--- src/verilog/mul_unit_config.svh ---
//////////////////////////////////////////////////
// sizing macros for the vector multiply unit
// include in every file that needs a width
//////////////////////////////////////////////////

`ifndef MUL_UNIT_CONFIG_SVH
`define MUL_UNIT_CONFIG_SVH

`define VLEN            128  // vector register width
`define XLEN            32   // scalar rs1 width
`define ROB_DEPTH_WIDTH 4    // rob entry index

`define VLEN_BYTES      16   // 8-bit operand slices per vector
`define MUL_LANES       4    // 32-bit tile groups
`define MUL_TILES       64   // 4 groups of 4x4 byte products

`endif

--- src/verilog/mul_unit_pkg.sv ---
//////////////////////////////////////////////////
// encodings shared by the multiply unit and its
// testbench, referenced by scoped names only
//////////////////////////////////////////////////

`default_nettype none

package mul_unit_pkg;

  //////////////////////////////////////////////////
  // element width of vs2
  //////////////////////////////////////////////////
  typedef enum logic [2:0] {
    EEW8  = 3'd0,
    EEW16 = 3'd1,
    EEW32 = 3'd2  // anything else runs as eew8
  } eew_e;

  //////////////////////////////////////////////////
  // operand category
  //////////////////////////////////////////////////
  typedef enum logic [2:0] {
    OPMVV = 3'd2,  // vector-vector
    OPMVX = 3'd6   // vector-scalar, rs1 broadcast
  } funct3_e;

  //////////////////////////////////////////////////
  // multiply operations
  //////////////////////////////////////////////////
  typedef enum logic [5:0] {
    VMULHU  = 6'h24,  // unsigned x unsigned, high half
    VMUL    = 6'h25,  // low half, also the fallback
    VMULHSU = 6'h26,  // signed vs2 x unsigned vs1
    VMULH   = 6'h27   // signed x signed, high half
  } funct6_e;

endpackage

`default_nettype wire
--- src/verilog/mul_result.sv ---
//////////////////////////////////////////////////
// result stage that sums registered tile products
// into 8/16/32-bit elements and keeps the low
// or high half; purely combinational
//////////////////////////////////////////////////

`timescale 1ns/1ns
`default_nettype none

`include "mul_unit_config.svh"

module mul_result (
  input  logic                               prod_valid,
  input  logic [`MUL_TILES-1:0][15:0]        products,
  input  logic [`MUL_TILES-1:0]              prod_signed,
  input  mul_unit_pkg::eew_e                 prod_eew,
  input  logic                               prod_keep_low,
  input  logic [`ROB_DEPTH_WIDTH-1:0]        prod_rob_entry,
  output logic                               result_valid,
  output logic [`VLEN-1:0]                   result_data,
  output logic [`ROB_DEPTH_WIDTH-1:0]        result_rob_entry
);

  logic [15:0]      full8  [`VLEN_BYTES];
  logic [31:0]      full16 [`VLEN_BYTES/2];
  logic [63:0]      full32 [`MUL_LANES];
  logic [`VLEN-1:0] res8;
  logic [`VLEN-1:0] res16;
  logic [`VLEN-1:0] res32;

  // widen one tile product to 64 bits
  function automatic logic [63:0] sext_prod(input logic [15:0] p, input logic s);
    return {{48{s & p[15]}}, p};
  endfunction

  //////////////////////////////////////////////////
  // partial product accumulation
  //////////////////////////////////////////////////
  always_comb begin
    int t;
    int base;
    for (int b = 0; b < `VLEN_BYTES; b++) begin
      full8[b] = products[(b/4)*16 + (b%4)*5];  // diagonal tile
    end
    for (int e = 0; e < `VLEN_BYTES/2; e++) begin
      base      = (e%2)*2;  // first byte of halfword in group
      full16[e] = '0;
      for (int y = 0; y < 2; y++) begin
        for (int x = 0; x < 2; x++) begin
          t         = (e/2)*16 + (base+y)*4 + base + x;
          full16[e] = full16[e] + 32'(sext_prod(products[t], prod_signed[t]) << (8*(x+y)));
        end
      end
    end
    for (int g = 0; g < `MUL_LANES; g++) begin
      full32[g] = '0;
      for (int y = 0; y < 4; y++) begin
        for (int x = 0; x < 4; x++) begin
          t         = g*16 + y*4 + x;
          full32[g] = full32[g] + (sext_prod(products[t], prod_signed[t]) << (8*(x+y)));
        end
      end
    end
  end

  //////////////////////////////////////////////////
  // half select and packing
  //////////////////////////////////////////////////
  always_comb begin
    for (int i = 0; i < `VLEN_BYTES; i++) begin
      res8[8*i +: 8] = prod_keep_low ? full8[i][7:0] : full8[i][15:8];
    end
    for (int i = 0; i < `VLEN_BYTES/2; i++) begin
      res16[16*i +: 16] = prod_keep_low ? full16[i][15:0] : full16[i][31:16];
    end
    for (int i = 0; i < `MUL_LANES; i++) begin
      res32[32*i +: 32] = prod_keep_low ? full32[i][31:0] : full32[i][63:32];
    end
  end

  always_comb begin
    case (prod_eew)
      mul_unit_pkg::EEW16: result_data = res16;
      mul_unit_pkg::EEW32: result_data = res32;
      default:             result_data = res8;  // eew8 and unknown widths
    endcase
  end

  assign result_valid     = prod_valid;
  assign result_rob_entry = prod_rob_entry;

endmodule

`default_nettype wire

--- config.mk ---
export PLATFORM = sky130hd
export DESIGN_NAME = mul_result
export DESIGN_NICKNAME = d
export VERILOG_FILES = /design/src/verilog/mul_unit_pkg.sv /design/src/verilog/mul_result.sv
export VERILOG_INCLUDE_DIRS = /design/src /design/src/verilog
export SDC_FILE = /design/constraint.sdc
export NUM_CORES = 2
export LEC_CHECK = 0
export BUFFER_PORTS_ARGS = -buffer_cell sky130_fd_sc_hd__buf_2
export CORE_AREA = 2 2 473 475
export DETAILED_ROUTE_END_ITERATION = 10
export DIE_AREA = 0 0 475 477
export SYNTH_ARGS = -nofsm -noshare
export SYNTH_HDL_FRONTEND = slang
export SYNTH_SLANG_ARGS = --single-unit
--- constraint.sdc ---
create_clock -name vclk -period 14.65
set_input_delay 0.7325 -clock vclk [all_inputs]
set_output_delay 0.7325 -clock vclk [all_outputs]
set_load 0.01 [all_outputs]
==> results.json <==
{
  "fillers": 23200,
  "rsz0062_at_grt": "false",
  "clkbuf_count": 0,
  "grt_pass1_vias": 60400,
  "rows": 173,
  "syn_to_final_growth_pct": 15.6,
  "netlist_area_um2": 65200,
  "hold_class": "in -> out",
  "final_common_cell": "inv_1",
  "ff_latch_area_um2": 0,
  "syn_area_per_cell_um2": 9.27,
  "post-route-min-period_ns": 13.02,
  "path_common_cell": "fa_1",
  "outcome": "complete, no violations",
  "ant_nets": 0,
  "min-delay-start": "prod_rob_entry[0]",
  "place_congestion": 0.987,
  "netlist_top_cells_area": "fa_1, ha_1, inv_1",
  "crit_fanout": 17,
  "yosys.area.top_type": "fa_1",
  "critPathKind": "in -> out",
  "core_region_area_um2": 221000,
  "tightest_slew_ns": 1.34,
  "yosysUniqueCellTypes": 91,
  "relSlewSlack": 0.105,
  "utilization": 0.340,
  "yosysSeqAreaShare": 0,
  "dp_hpwl_um": 273000,
  "nets": 11500,
  "yosysWarnings": 0,
  "fp.dieH_um": 477,
  "finalSetupViolCount": 0,
  "cap_violations": 0,
  "synth_top_area_frac": 0.436,
  "drt-vias-per-instance": 5.10,
  "dieArea_um2": 227000,
  "ioPinCount": 1230,
  "cts_hold_buffers": 0,
  "wl_per_cell_um": 26.5,
  "cp.required_ns": 13.92,
  "grt_pass1_wl_um": 424000,
  "synth_nets": 10400,
  "critPathCaptureType": "output port",
  "chipWidth_um": 475,
  "drive_gt1_frac": 0.166,
  "ctsResizeCount": 0,
  "grtUsageTotal": 0.260,
  "drv_slew": 0,
  "hold_path_end": "result_rob_entry[0]",
  "drc": 0,
  "grt_max_degree": 74,
  "first_iter_violations": 4188,
  "period_share": 0.889,
  "start_util": 0.294,
  "port_buffers": 1216,
  "slowest_stage": "o311ai_0",
  "cpPeakStageDelay_ns": 1.04,
  "via_count": 57600,
  "start_kind": "primary input",
  "synthCells": 7029,
  "drt-total-wl_um": 300000,
  "seq_cells": 0,
  "cts_setup_buffers": 0,
  "grt_overflow": 0,
  "hold_viol": 0,
  "fin_setup_tns_ns": 0,
  "antenna_found_initial": 116,
  "fmax_mhz": 76.8,
  "arrival_ns": 12.29,
  "whs_path_depth": 0,
  "drt_pre_antenna_iters": 6,
  "layout_common_cells": "inv_1, fa_1, buf_2, ha_1, a21oi_1"
}
per-layer routing:
metal | part of all wire | wire length (µm) | vias to the layer above | global-route usage
met4 | 0.086 | 25900 | 28 | 0.183
met2 | 0.45 | 135000 | 2530 | 0.412
met1 | 0.40 | 119000 | 29000 | 0.324
met5 | 0.00060 | 179 | - | 0
li1 | - | - | 25500 | -
met3 | 0.067 | 20100 | 526 | 0.0363
final cells by class:
class	instances	area [µm²]	share of cell area
Multi-Input combinational cell	5446	59300	0.787
Timing Repair Buffer	1259	6430	0.0853
Inverter	1460	5480	0.0728
Tap cell	2975	3720	0.0494
Antenna cell	162	405	0.00538
synth_stat cells (all sizes together) (68+ instances only):
cell type	count
a21oi	429
ha	839
nand2b	68
o21ai	319
nand2	319
a21o	205
nor3	70
xor2	172
nand3	90
clkbuf	102
xnor2	317
nor2b	70
fa	1420
inv	1459
nor2	273
metrics by stage:
step | worst slack [ns] | hold slack [ns] | instances | cell area, µm²
floorplan | 3.13 | 1.56 | 7029 | 65200
global placement | 1.79 | 1.47 | 11100 | 74900
detailed placement | 1.76 | 1.47 | 11100 | 74900
CTS | 1.72 | 1.47 | 11100 | 74900
global route | 1.02 | 1.47 | 11300 | 75300
finish | 1.63 | 1.47 | 11300 | 75400
kinds of logic (layout without fill, tap and decap cells):
family,count (synthesis),in the layout,synth area share
compound gates,1554,1554,0.156
xor+xnor,489,489,0.0658
fa+ha+maj,2259,2259,0.597
buf+inv,1583,2719,0.0915
mux,47,47,0.00862
other cells,0,162,0
simple gates,1097,1097,0.0807
critical path, delay by kind of cell:
family                     cells  cell delay (ns)
adders and majority gates     10             5.05
AOI/OAI and AO/OA              9             2.80
buffers and inverters         10             1.24
and+or+nand+nor                9             1.45
xor gates and xnor gates       2             0.98
worst max path at each step:
| stage | startpoint | endpoint | slack, ns | depth (start not counted) |
|---|---|---|---|---|
| 3_3_place_gp | products[527] | result_data[94] | 1.79 | 42 |
| 3_5_place_dp | products[527] | result_data[90] | 1.76 | 40 |
| 4_1_cts | products[527] | result_data[90] | 1.72 | 40 |
| 6_report | products[527] | result_data[90] | 1.63 | 40 |
| 2_1_floorplan | prod_signed[32] | result_data[87] | 3.13 | 40 |
| 5_1_grt | products[527] | result_data[90] | 1.02 | 40 |
Power is not shown: default switching activity piles up to over one toggle a cycle in this logic, so the estimate is an artifact.
