`config.mk`:
```
export PLATFORM = sky130hd
export DESIGN_NAME = mul_decode
export DESIGN_NICKNAME = d
export VERILOG_FILES = /design/src/verilog/mul_unit_pkg.sv /design/src/verilog/mul_decode.sv
export VERILOG_INCLUDE_DIRS = /design/src /design/src/verilog
export SDC_FILE = /design/constraint.sdc
export NUM_CORES = 1
export LEC_CHECK = 0
export BUFFER_PORTS_ARGS = -buffer_cell sky130_fd_sc_hd__buf_2
export CAP_MARGIN = 25
export CORE_AREA = 2 2 234 236
export DETAILED_ROUTE_END_ITERATION = 16
export DIE_AREA = 0 0 236 238
export SLEW_MARGIN = 20
export SYNTH_ARGS = -nofsm -noshare
export SYNTH_HDL_FRONTEND = slang
export SYNTH_SLANG_ARGS = --single-unit
```
`constraint.sdc`:
```
create_clock -name vclk -period 1.63
set_input_delay 0.0815 -clock vclk [all_inputs]
set_output_delay 0.0815 -clock vclk [all_outputs]
set_load 0.05 [all_outputs]
```
`src/verilog/mul_unit_config.svh`:
```
//////////////////////////////////////////////////
// sizing macros for the vector multiply unit
// include in every file that needs a width
//////////////////////////////////////////////////

`ifndef MUL_UNIT_CONFIG_SVH
`define MUL_UNIT_CONFIG_SVH

`define VLEN            128  // vector register width
`define XLEN            32   // scalar rs1 width
`define ROB_DEPTH_WIDTH 4    // rob entry index

`define VLEN_BYTES      16   // 8-bit operand slices per vector
`define MUL_LANES       4    // 32-bit tile groups
`define MUL_TILES       64   // 4 groups of 4x4 byte products

`endif

```
`src/verilog/mul_unit_pkg.sv`:
```
//////////////////////////////////////////////////
// encodings shared by the multiply unit and its
// testbench, referenced by scoped names only
//////////////////////////////////////////////////

`default_nettype none

package mul_unit_pkg;

  //////////////////////////////////////////////////
  // element width of vs2
  //////////////////////////////////////////////////
  typedef enum logic [2:0] {
    EEW8  = 3'd0,
    EEW16 = 3'd1,
    EEW32 = 3'd2  // anything else runs as eew8
  } eew_e;

  //////////////////////////////////////////////////
  // operand category
  //////////////////////////////////////////////////
  typedef enum logic [2:0] {
    OPMVV = 3'd2,  // vector-vector
    OPMVX = 3'd6   // vector-scalar, rs1 broadcast
  } funct3_e;

  //////////////////////////////////////////////////
  // multiply operations
  //////////////////////////////////////////////////
  typedef enum logic [5:0] {
    VMULHU  = 6'h24,  // unsigned x unsigned, high half
    VMUL    = 6'h25,  // low half, also the fallback
    VMULHSU = 6'h26,  // signed vs2 x unsigned vs1
    VMULH   = 6'h27   // signed x signed, high half
  } funct6_e;

endpackage

`default_nettype wire
```
`src/verilog/mul_decode.sv`:
```
//////////////////////////////////////////////////
// decode stage of the vector multiply unit
// picks operands, byte sign masks and the half
// to keep; purely combinational
//////////////////////////////////////////////////

`timescale 1ns/1ns
`default_nettype none

`include "mul_unit_config.svh"

module mul_decode (
  input  logic                        uop_valid,
  input  mul_unit_pkg::funct6_e       funct6,
  input  mul_unit_pkg::funct3_e       funct3,
  input  mul_unit_pkg::eew_e          vs2_eew,
  input  logic [`VLEN-1:0]            vs1_data,
  input  logic [`VLEN-1:0]            vs2_data,
  input  logic                        vs1_valid,
  input  logic                        vs2_valid,
  input  logic                        rs1_valid,
  input  logic [`XLEN-1:0]            rs1_data,
  input  logic [`ROB_DEPTH_WIDTH-1:0] rob_entry,
  output logic                        op_valid,
  output logic [`VLEN-1:0]            src2_bytes,
  output logic [`VLEN-1:0]            src1_bytes,
  output logic [`VLEN_BYTES-1:0]      src2_signed_mask,
  output logic [`VLEN_BYTES-1:0]      src1_signed_mask,
  output logic                        keep_low,
  output mul_unit_pkg::eew_e          eew,
  output logic [`ROB_DEPTH_WIDTH-1:0] op_rob_entry
);

  logic             src2_signed;
  logic             src1_signed;
  logic [`VLEN-1:0] vs2_eff;
  logic [`VLEN-1:0] vs1_eff;
  logic [`XLEN-1:0] rs1_eff;
  logic [`VLEN-1:0] rs1_bcast;

  assign vs2_eff = vs2_valid ? vs2_data : '0;  // invalid operand reads zero
  assign vs1_eff = vs1_valid ? vs1_data : '0;
  assign rs1_eff = rs1_valid ? rs1_data : '0;

  //////////////////////////////////////////////////
  // signedness and half select from funct6
  //////////////////////////////////////////////////
  always_comb begin
    src2_signed = 1'b1;  // vmul and unknown codes
    src1_signed = 1'b1;
    keep_low    = 1'b1;
    case (funct6)
      mul_unit_pkg::VMULH: begin
        keep_low = 1'b0;
      end
      mul_unit_pkg::VMULHU: begin
        src2_signed = 1'b0;
        src1_signed = 1'b0;
        keep_low    = 1'b0;
      end
      mul_unit_pkg::VMULHSU: begin
        src1_signed = 1'b0;  // vs1/rs1 unsigned
        keep_low    = 1'b0;
      end
      default: ;
    endcase
  end

  //////////////////////////////////////////////////
  // scalar broadcast and sign bit placement
  //////////////////////////////////////////////////
  always_comb begin
    case (vs2_eew)
      mul_unit_pkg::EEW16: begin
        rs1_bcast        = {(`VLEN/16){rs1_eff[15:0]}};
        src2_signed_mask = {(`VLEN_BYTES/2){src2_signed, 1'b0}};  // top byte of halfword
        src1_signed_mask = {(`VLEN_BYTES/2){src1_signed, 1'b0}};
      end
      mul_unit_pkg::EEW32: begin
        rs1_bcast        = {(`VLEN/32){rs1_eff[31:0]}};
        src2_signed_mask = {(`VLEN_BYTES/4){src2_signed, 3'b0}};  // top byte of word
        src1_signed_mask = {(`VLEN_BYTES/4){src1_signed, 3'b0}};
      end
      default: begin
        rs1_bcast        = {(`VLEN/8){rs1_eff[7:0]}};
        src2_signed_mask = {`VLEN_BYTES{src2_signed}};
        src1_signed_mask = {`VLEN_BYTES{src1_signed}};
      end
    endcase
  end

  // operand routing with zero for an unsupported category
  always_comb begin
    case (funct3)
      mul_unit_pkg::OPMVV: begin
        src2_bytes = vs2_eff;
        src1_bytes = vs1_eff;
      end
      mul_unit_pkg::OPMVX: begin
        src2_bytes = vs2_eff;
        src1_bytes = rs1_bcast;
      end
      default: begin
        src2_bytes = '0;
        src1_bytes = '0;
      end
    endcase
  end

  assign op_valid     = uop_valid;
  assign eew          = vs2_eew;
  assign op_rob_entry = rob_entry;

endmodule

`default_nettype wire

```
==> results of run 1 <==
[final cells by class]
cell class         instances  share of cell area (%)
multi-input cells        449                    34.5
well taps                696                    10.8
repair buffers           661                    54.2
inverters                  4                   0.186
diodes                    10                   0.310
[repair_timing]
| item | in CTS | in global routing |
|---|---|---|
| gates resized for setup | 88 | 28 |
| pin swaps | 2 | 5 |
| cloned | 1 | 0 |
| endpoints found under the setup margin | 66 | 113 |
| setup buffers | 2 | 4 |
[cell families after synthesis]
logic type | Yosys count
and+or+nand+nor | 310
AOI/OAI and AO/OA | 121
buffers and inverters | 81
muxes | 16
xor gates and xnor gates | 2
[power groups by stage]
stage          registers [mW]  logic [mW]  clock network (mW)
4_1_cts                     0        2.43                   0
2_1_floorplan               0        1.44                   0
3_5_place_dp                0        2.33                   0
5_1_grt                     0        2.57         0.000000247
6_report                    0        2.45         0.000000775
3_3_place_gp                0        2.33                   0
[per-layer routing]
metal  part of all wire (%)  vias to the layer above
met5                   0.33                        -
met4                    2.1                       16
met3                    9.9                       40
met2                     45                      358
met1                     42                     2518
li1                       -                     2892
[placed cells by master, fill, tap and decap left out, types with 6 or more instances in the layout]
cell / Yosys / final
diode_2: 0 / 10
o21ai_2: 0 / 66
buf_4: 37 / 68
nand2_1: 169 / 167
mux2_2: 8 / 8
o21ai_1: 5 / 29
a32oi_1: 6 / 6
buf_6: 0 / 33
and2_1: 128 / 128
buf_2: 5 / 511
a211oi_1: 16 / 13
mux2i_1: 8 / 6
buf_12: 0 / 44
[path summary, 6_finish.rpt]
check                       from        endpoint  slack (ps)  depth (start not counted)
worst max-delay path  vs2_eew[0]  src1_bytes[85]          20                          9
worst min-delay path   uop_valid        op_valid         160                          0
[metrics by stage]
step | setup WS [ps] | instances | utilization [%]
after CTS | -62.1 | 1806 | 14.8
after detailed placement | -287 | 1803 | 14.1
after global placement | -282 | 1803 | 14.1
after floorplan | -184 | 530 | -
final | 23.5 | 1820 | 15.1
after global routing | -50.8 | 1814 | 15.1
[critical path, cell delays in order]
cell and delay, ps:
buf_12 110, buf_12 130, nor3b_4 170, buf_6 160, buf_12 130, mux2i_4 320
buf_6 180, o21ai_4 60, buf_6 150
==> impl_metrics.py, run 1 <==
metrics = {
    "floorplanning": {
        "row_count": 85,
        "die_w_um": 236,
        "initial_core_util_pct": 5.34,
        "core_area_um2": 53500,
        "die_h_um": 238,
        "dieArea_um2": 56200,
        "io_pins": 605,
    },
    "global_routing": {
        "grt.busiest_layer": "met2",
        "grt_first_pass_wirelength_um": 36600,
        "grtUsageMet3_pct": 3.09,
        "overflow": 0,
        "antenna_found_initial": 22,
        "use_met2_pct": 14.6,
        "grt.met1_usage_pct": 11.2,
        "grtUsageTotal_pct": 8.86,
        "grt_max_degree": 54,
        "grt_pass1_vias": 5266,
    },
    "pwr": {
        "total_power_mw": 2.45,
        "p_clk_share_pct": 0,
        "switching_share_pct": 65.1,
        "leakagePower_nw": 4.35,
        "internal_power_mw": 0.854,
        "powerDensity_nw_per_um2": 303,
        "netSwitchingPower_mw": 1.59,
        "power_frac_comb_pct": 100.0,
        "ir_worst_vdd_uv": 143,
        "power_frac_seq_pct": 0,
    },
    "setup_path": {
        "worstSetupPathType": "in2out",
        "cp.arrival_ps": 1520,
        "critPathLaunchType": "input port",
        "cp.required_ps": 1550,
        "cp-end-kind": "output port",
        "crit_path_max_fanout": 5,
    },
    "synth": {
        "syn-num-nets": 838,
        "syn_area_um2": 2860,
        "synth_top_family_by_area": "simple AND/OR/NAND/NOR gates",
        "synth_area_leaders": "and2_1 (28%), nand2_1 (22%), o21ai_0 (16%), buf_4 (9.7%), clkbuf_1 (4.6%)",
        "synth.top_cell.area_share_pct": 28.0,
        "synthAdderAreaFrac_pct": 0,
        "synth_commonest_cells": "nand2_1 (169), and2_1 (128), o21ai_0 (91)",
        "yosysMostFrequentCell": "nand2_1",
        "yosysWarnings": 0,
        "synth_cells": 530,
        "yosys.area_share.simple_pct": 53.2,
        "synth_top_area_cell": "and2_1",
        "synth-compound-area-share_pct": 24.2,
        "synthXorXnorAreaFrac_pct": 0.875,
        "ys_seq_area_share_pct": 0,
        "synthDistinctLibCells": 23,
        "avgSynthCellArea_um2": 5.39,
        "synth_mux_area_share_pct": 5.95,
    },
    "timing": {
        "whs_ps": 163,
        "rsz0062_at_grt": "yes",
        "hold_violations": 0,
        "slew_viol_final": 0,
        "slew_headroom_pct": 45.1,
        "period_share_pct": 98.6,
        "min_period_ps": 1610,
        "fmax_mhz": 622,
        "setup_viol_count_final": 0,
        "setup_tns_ps": 0,
        "worst_pin_slew_ps": 818,
    },
    "detailed_routing": {
        "totalWireLength_um": 27800,
        "first_iter_violations": 174,
        "dr.pass1.iters": 4,
        "vias_per_cell": 3.20,
        "num_vias": 5824,
        "wl_per_cell_um": 15.3,
        "drc_errors": 0,
        "antenna_left": 0,
    },
    "flow_run": {
        "max_cap_violations": 0,
    },
    "final_layout": {
        "nNetsFinal": 1424,
        "fillers": 6185,
        "clkbuf_count": 0,
        "seqCellArea_um2": 0,
        "postLayoutCellArea_um2": 8080,
        "multiInputGateArea_um2": 2790,
        "seq_cells": 0,
        "area_delta_synth_final_pct": 183,
        "drive_gt1_share_pct": 67.5,
    },
    "min_path": {
        "hp-class": "in2out",
    },
    "place": {
        "gp_congestion": 0.937,
        "dp_hpwl_um": 24800,
        "placed_cell_area_um2": 7570,
        "port_buffers": 595,
    },
    "clock_network": {
        "hold_buffers": 0,
    },
    "outcome": {
        "status": "complete, no violations",
    },
}
No activity file was read; power rests on OpenSTA's default activity.
==> inputs of run 2 (changes only) <==
- CELL_PAD_IN_SITES_DETAIL_PLACEMENT: not set -> 1
- CELL_PAD_IN_SITES_GLOBAL_PLACEMENT: not set -> 2
- CORE_AREA: 2 2 234 236 -> 2 2 238 240
- DIE_AREA: 0 0 236 238 -> 0 0 240 242
- PLACE_DENSITY_LB_ADDON: not set -> 0.1
==> impl_metrics.py, run 2 (synthesis gave the netlist of run 1 again) <==
metrics = {
    "floorplanning": {
        "dieArea_um2": 58100,
        "io_pins": 605,
        "die_h_um": 242,
        "core_area_um2": 55700,
        "initial_core_util_pct": 5.13,
        "die_w_um": 240,
        "row_count": 87,
    },
    "detailed_routing": {
        "drc_errors": 0,
        "first_iter_violations": 128,
        "num_vias": 5696,
        "antenna_left": 0,
        "dr.pass1.iters": 4,
        "vias_per_cell": 3.02,
        "wl_per_cell_um": 19.3,
        "totalWireLength_um": 36400,
    },
    "place": {
        "place_ws_ps": -180,
        "gp_congestion": 0.887,
        "placed_cell_area_um2": 7630,
        "port_buffers": 595,
        "dp_hpwl_um": 32900,
        "dp.cells": 1872,
    },
    "global_routing": {
        "grt_pass1_vias": 6023,
        "grt_max_degree": 79,
        "grt_first_pass_wirelength_um": 49000,
        "overflow": 0,
        "antenna_found_initial": 16,
        "grtUsageTotal_pct": 11.8,
    },
    "timing": {
        "slew_viol_final": 0,
        "setup_viol_count_final": 0,
        "fin_ws_ps": 74.5,
        "hold_violations": 0,
        "period_share_pct": 95.4,
        "whs_ps": 163,
        "rsz0062_at_grt": "yes",
        "min_period_ps": 1560,
        "worst_pin_slew_ps": 563,
        "slew_headroom_pct": 62.4,
        "fmax_mhz": 643,
    },
    "final_layout": {
        "area_delta_synth_final_pct": 177,
        "seq_cells": 0,
        "drive_gt1_share_pct": 68.2,
        "postLayoutCellArea_um2": 7920,
        "fillers": 6932,
        "layout_commonest_cell": "buf_2",
        "clkbuf_count": 0,
        "instances_no_fill": 1884,
        "nNetsFinal": 1427,
        "seqCellArea_um2": 0,
        "final_cell_mix": "buf_2 (538), nand2_1 (168), and2_1 (128)",
    },
    "outcome": {
        "status": "complete, no violations",
    },
    "setup_path": {
        "worstSetupPathType": "in2out",
        "cp.arrival_ps": 1470,
        "critPathLaunchType": "input port",
        "crit_path_max_fanout": 8,
        "cp.required_ps": 1550,
        "cp-end-kind": "output port",
    },
    "flow_run": {
        "max_cap_violations": 0,
    },
    "pwr": {
        "leakagePower_nw": 4.34,
        "ir_worst_vdd_uv": 99.0,
        "powerDensity_nw_per_um2": 311,
        "total_power_mw": 2.46,
    },
    "min_path": {
        "hp-class": "in2out",
    },
}
-- run 2: changes by cell type in the layout (fill, tap and decap cells not counted), moves of 5 or more --
| cell | previous run | this run |
|---|---|---|
| a32oi_2 | 0 | 5 |
| buf_12 | 44 | 38 |
| buf_2 | 511 | 538 |
| buf_4 | 68 | 80 |
| buf_6 | 33 | 2 |
-- run 2: layout make-up --
class / instances / area (um^2) / share of cell area, %
antenna: 11 / 27.5 / 0.348
inverter: 4 / 18.8 / 0.237
timing repair buffer: 664 / 4120 / 52.1
multi-input combinational: 449 / 2800 / 35.4
tap: 756 / 946 / 11.9
-- run 2: where the power goes --
group | internal [mW] | leakage (nW) | switching, mW | total [mW]
Clock | 0.000000698 | 0.0000644 | 0 | 0.000000698
Combinational | 0.833 | 4.34 | 1.63 | 2.46
Sequential | 0 | 0 | 0 | 0
-- run 2: routing by layer --
metal	wire (um)	share of wire, %	track usage, %	vias to the layer above
met5	95	0.26	0	-
met2	18100	50	21.0	215
met4	64	0.18	0.128	14
met3	2850	7.8	3.59	20
li1	-	-	-	2905
met1	15300	42	14.6	2542
-- run 2: what timing repair did --
action                                  CTS  global route
pin swaps                                 0             1
hold buffers                              0             0
endpoints found under the hold margin     0             0
resized for setup                        48            19
endpoints found under the setup margin   47            34
buffers inserted                          0             1
-- run 2: worst paths after layout --
kind	start	endpoint	slack, ps	cells after the start
setup / recovery	vs2_eew[0]	src1_bytes[73]	70	8
hold / removal	rob_entry[3]	op_rob_entry[3]	160	0
-- run 2: through the flow --
stage / setup TNS, ps / utilization (%)
2_1_floorplan: -9250 / -
6_report: 0 / 14.2
5_1_grt: -30.4 / 14.2
3_3_place_gp: -1310 / 13.7
4_1_cts: 0 / 14.0
3_5_place_dp: -1850 / 13.7
-- run 2: critical path: stages --
cell	delay, ps
buf_4	160
buf_4	160
xor2_4	200
buf_12	150
a32oi_2	130
buf_12	170
o21ai_1	240
buf_12	180
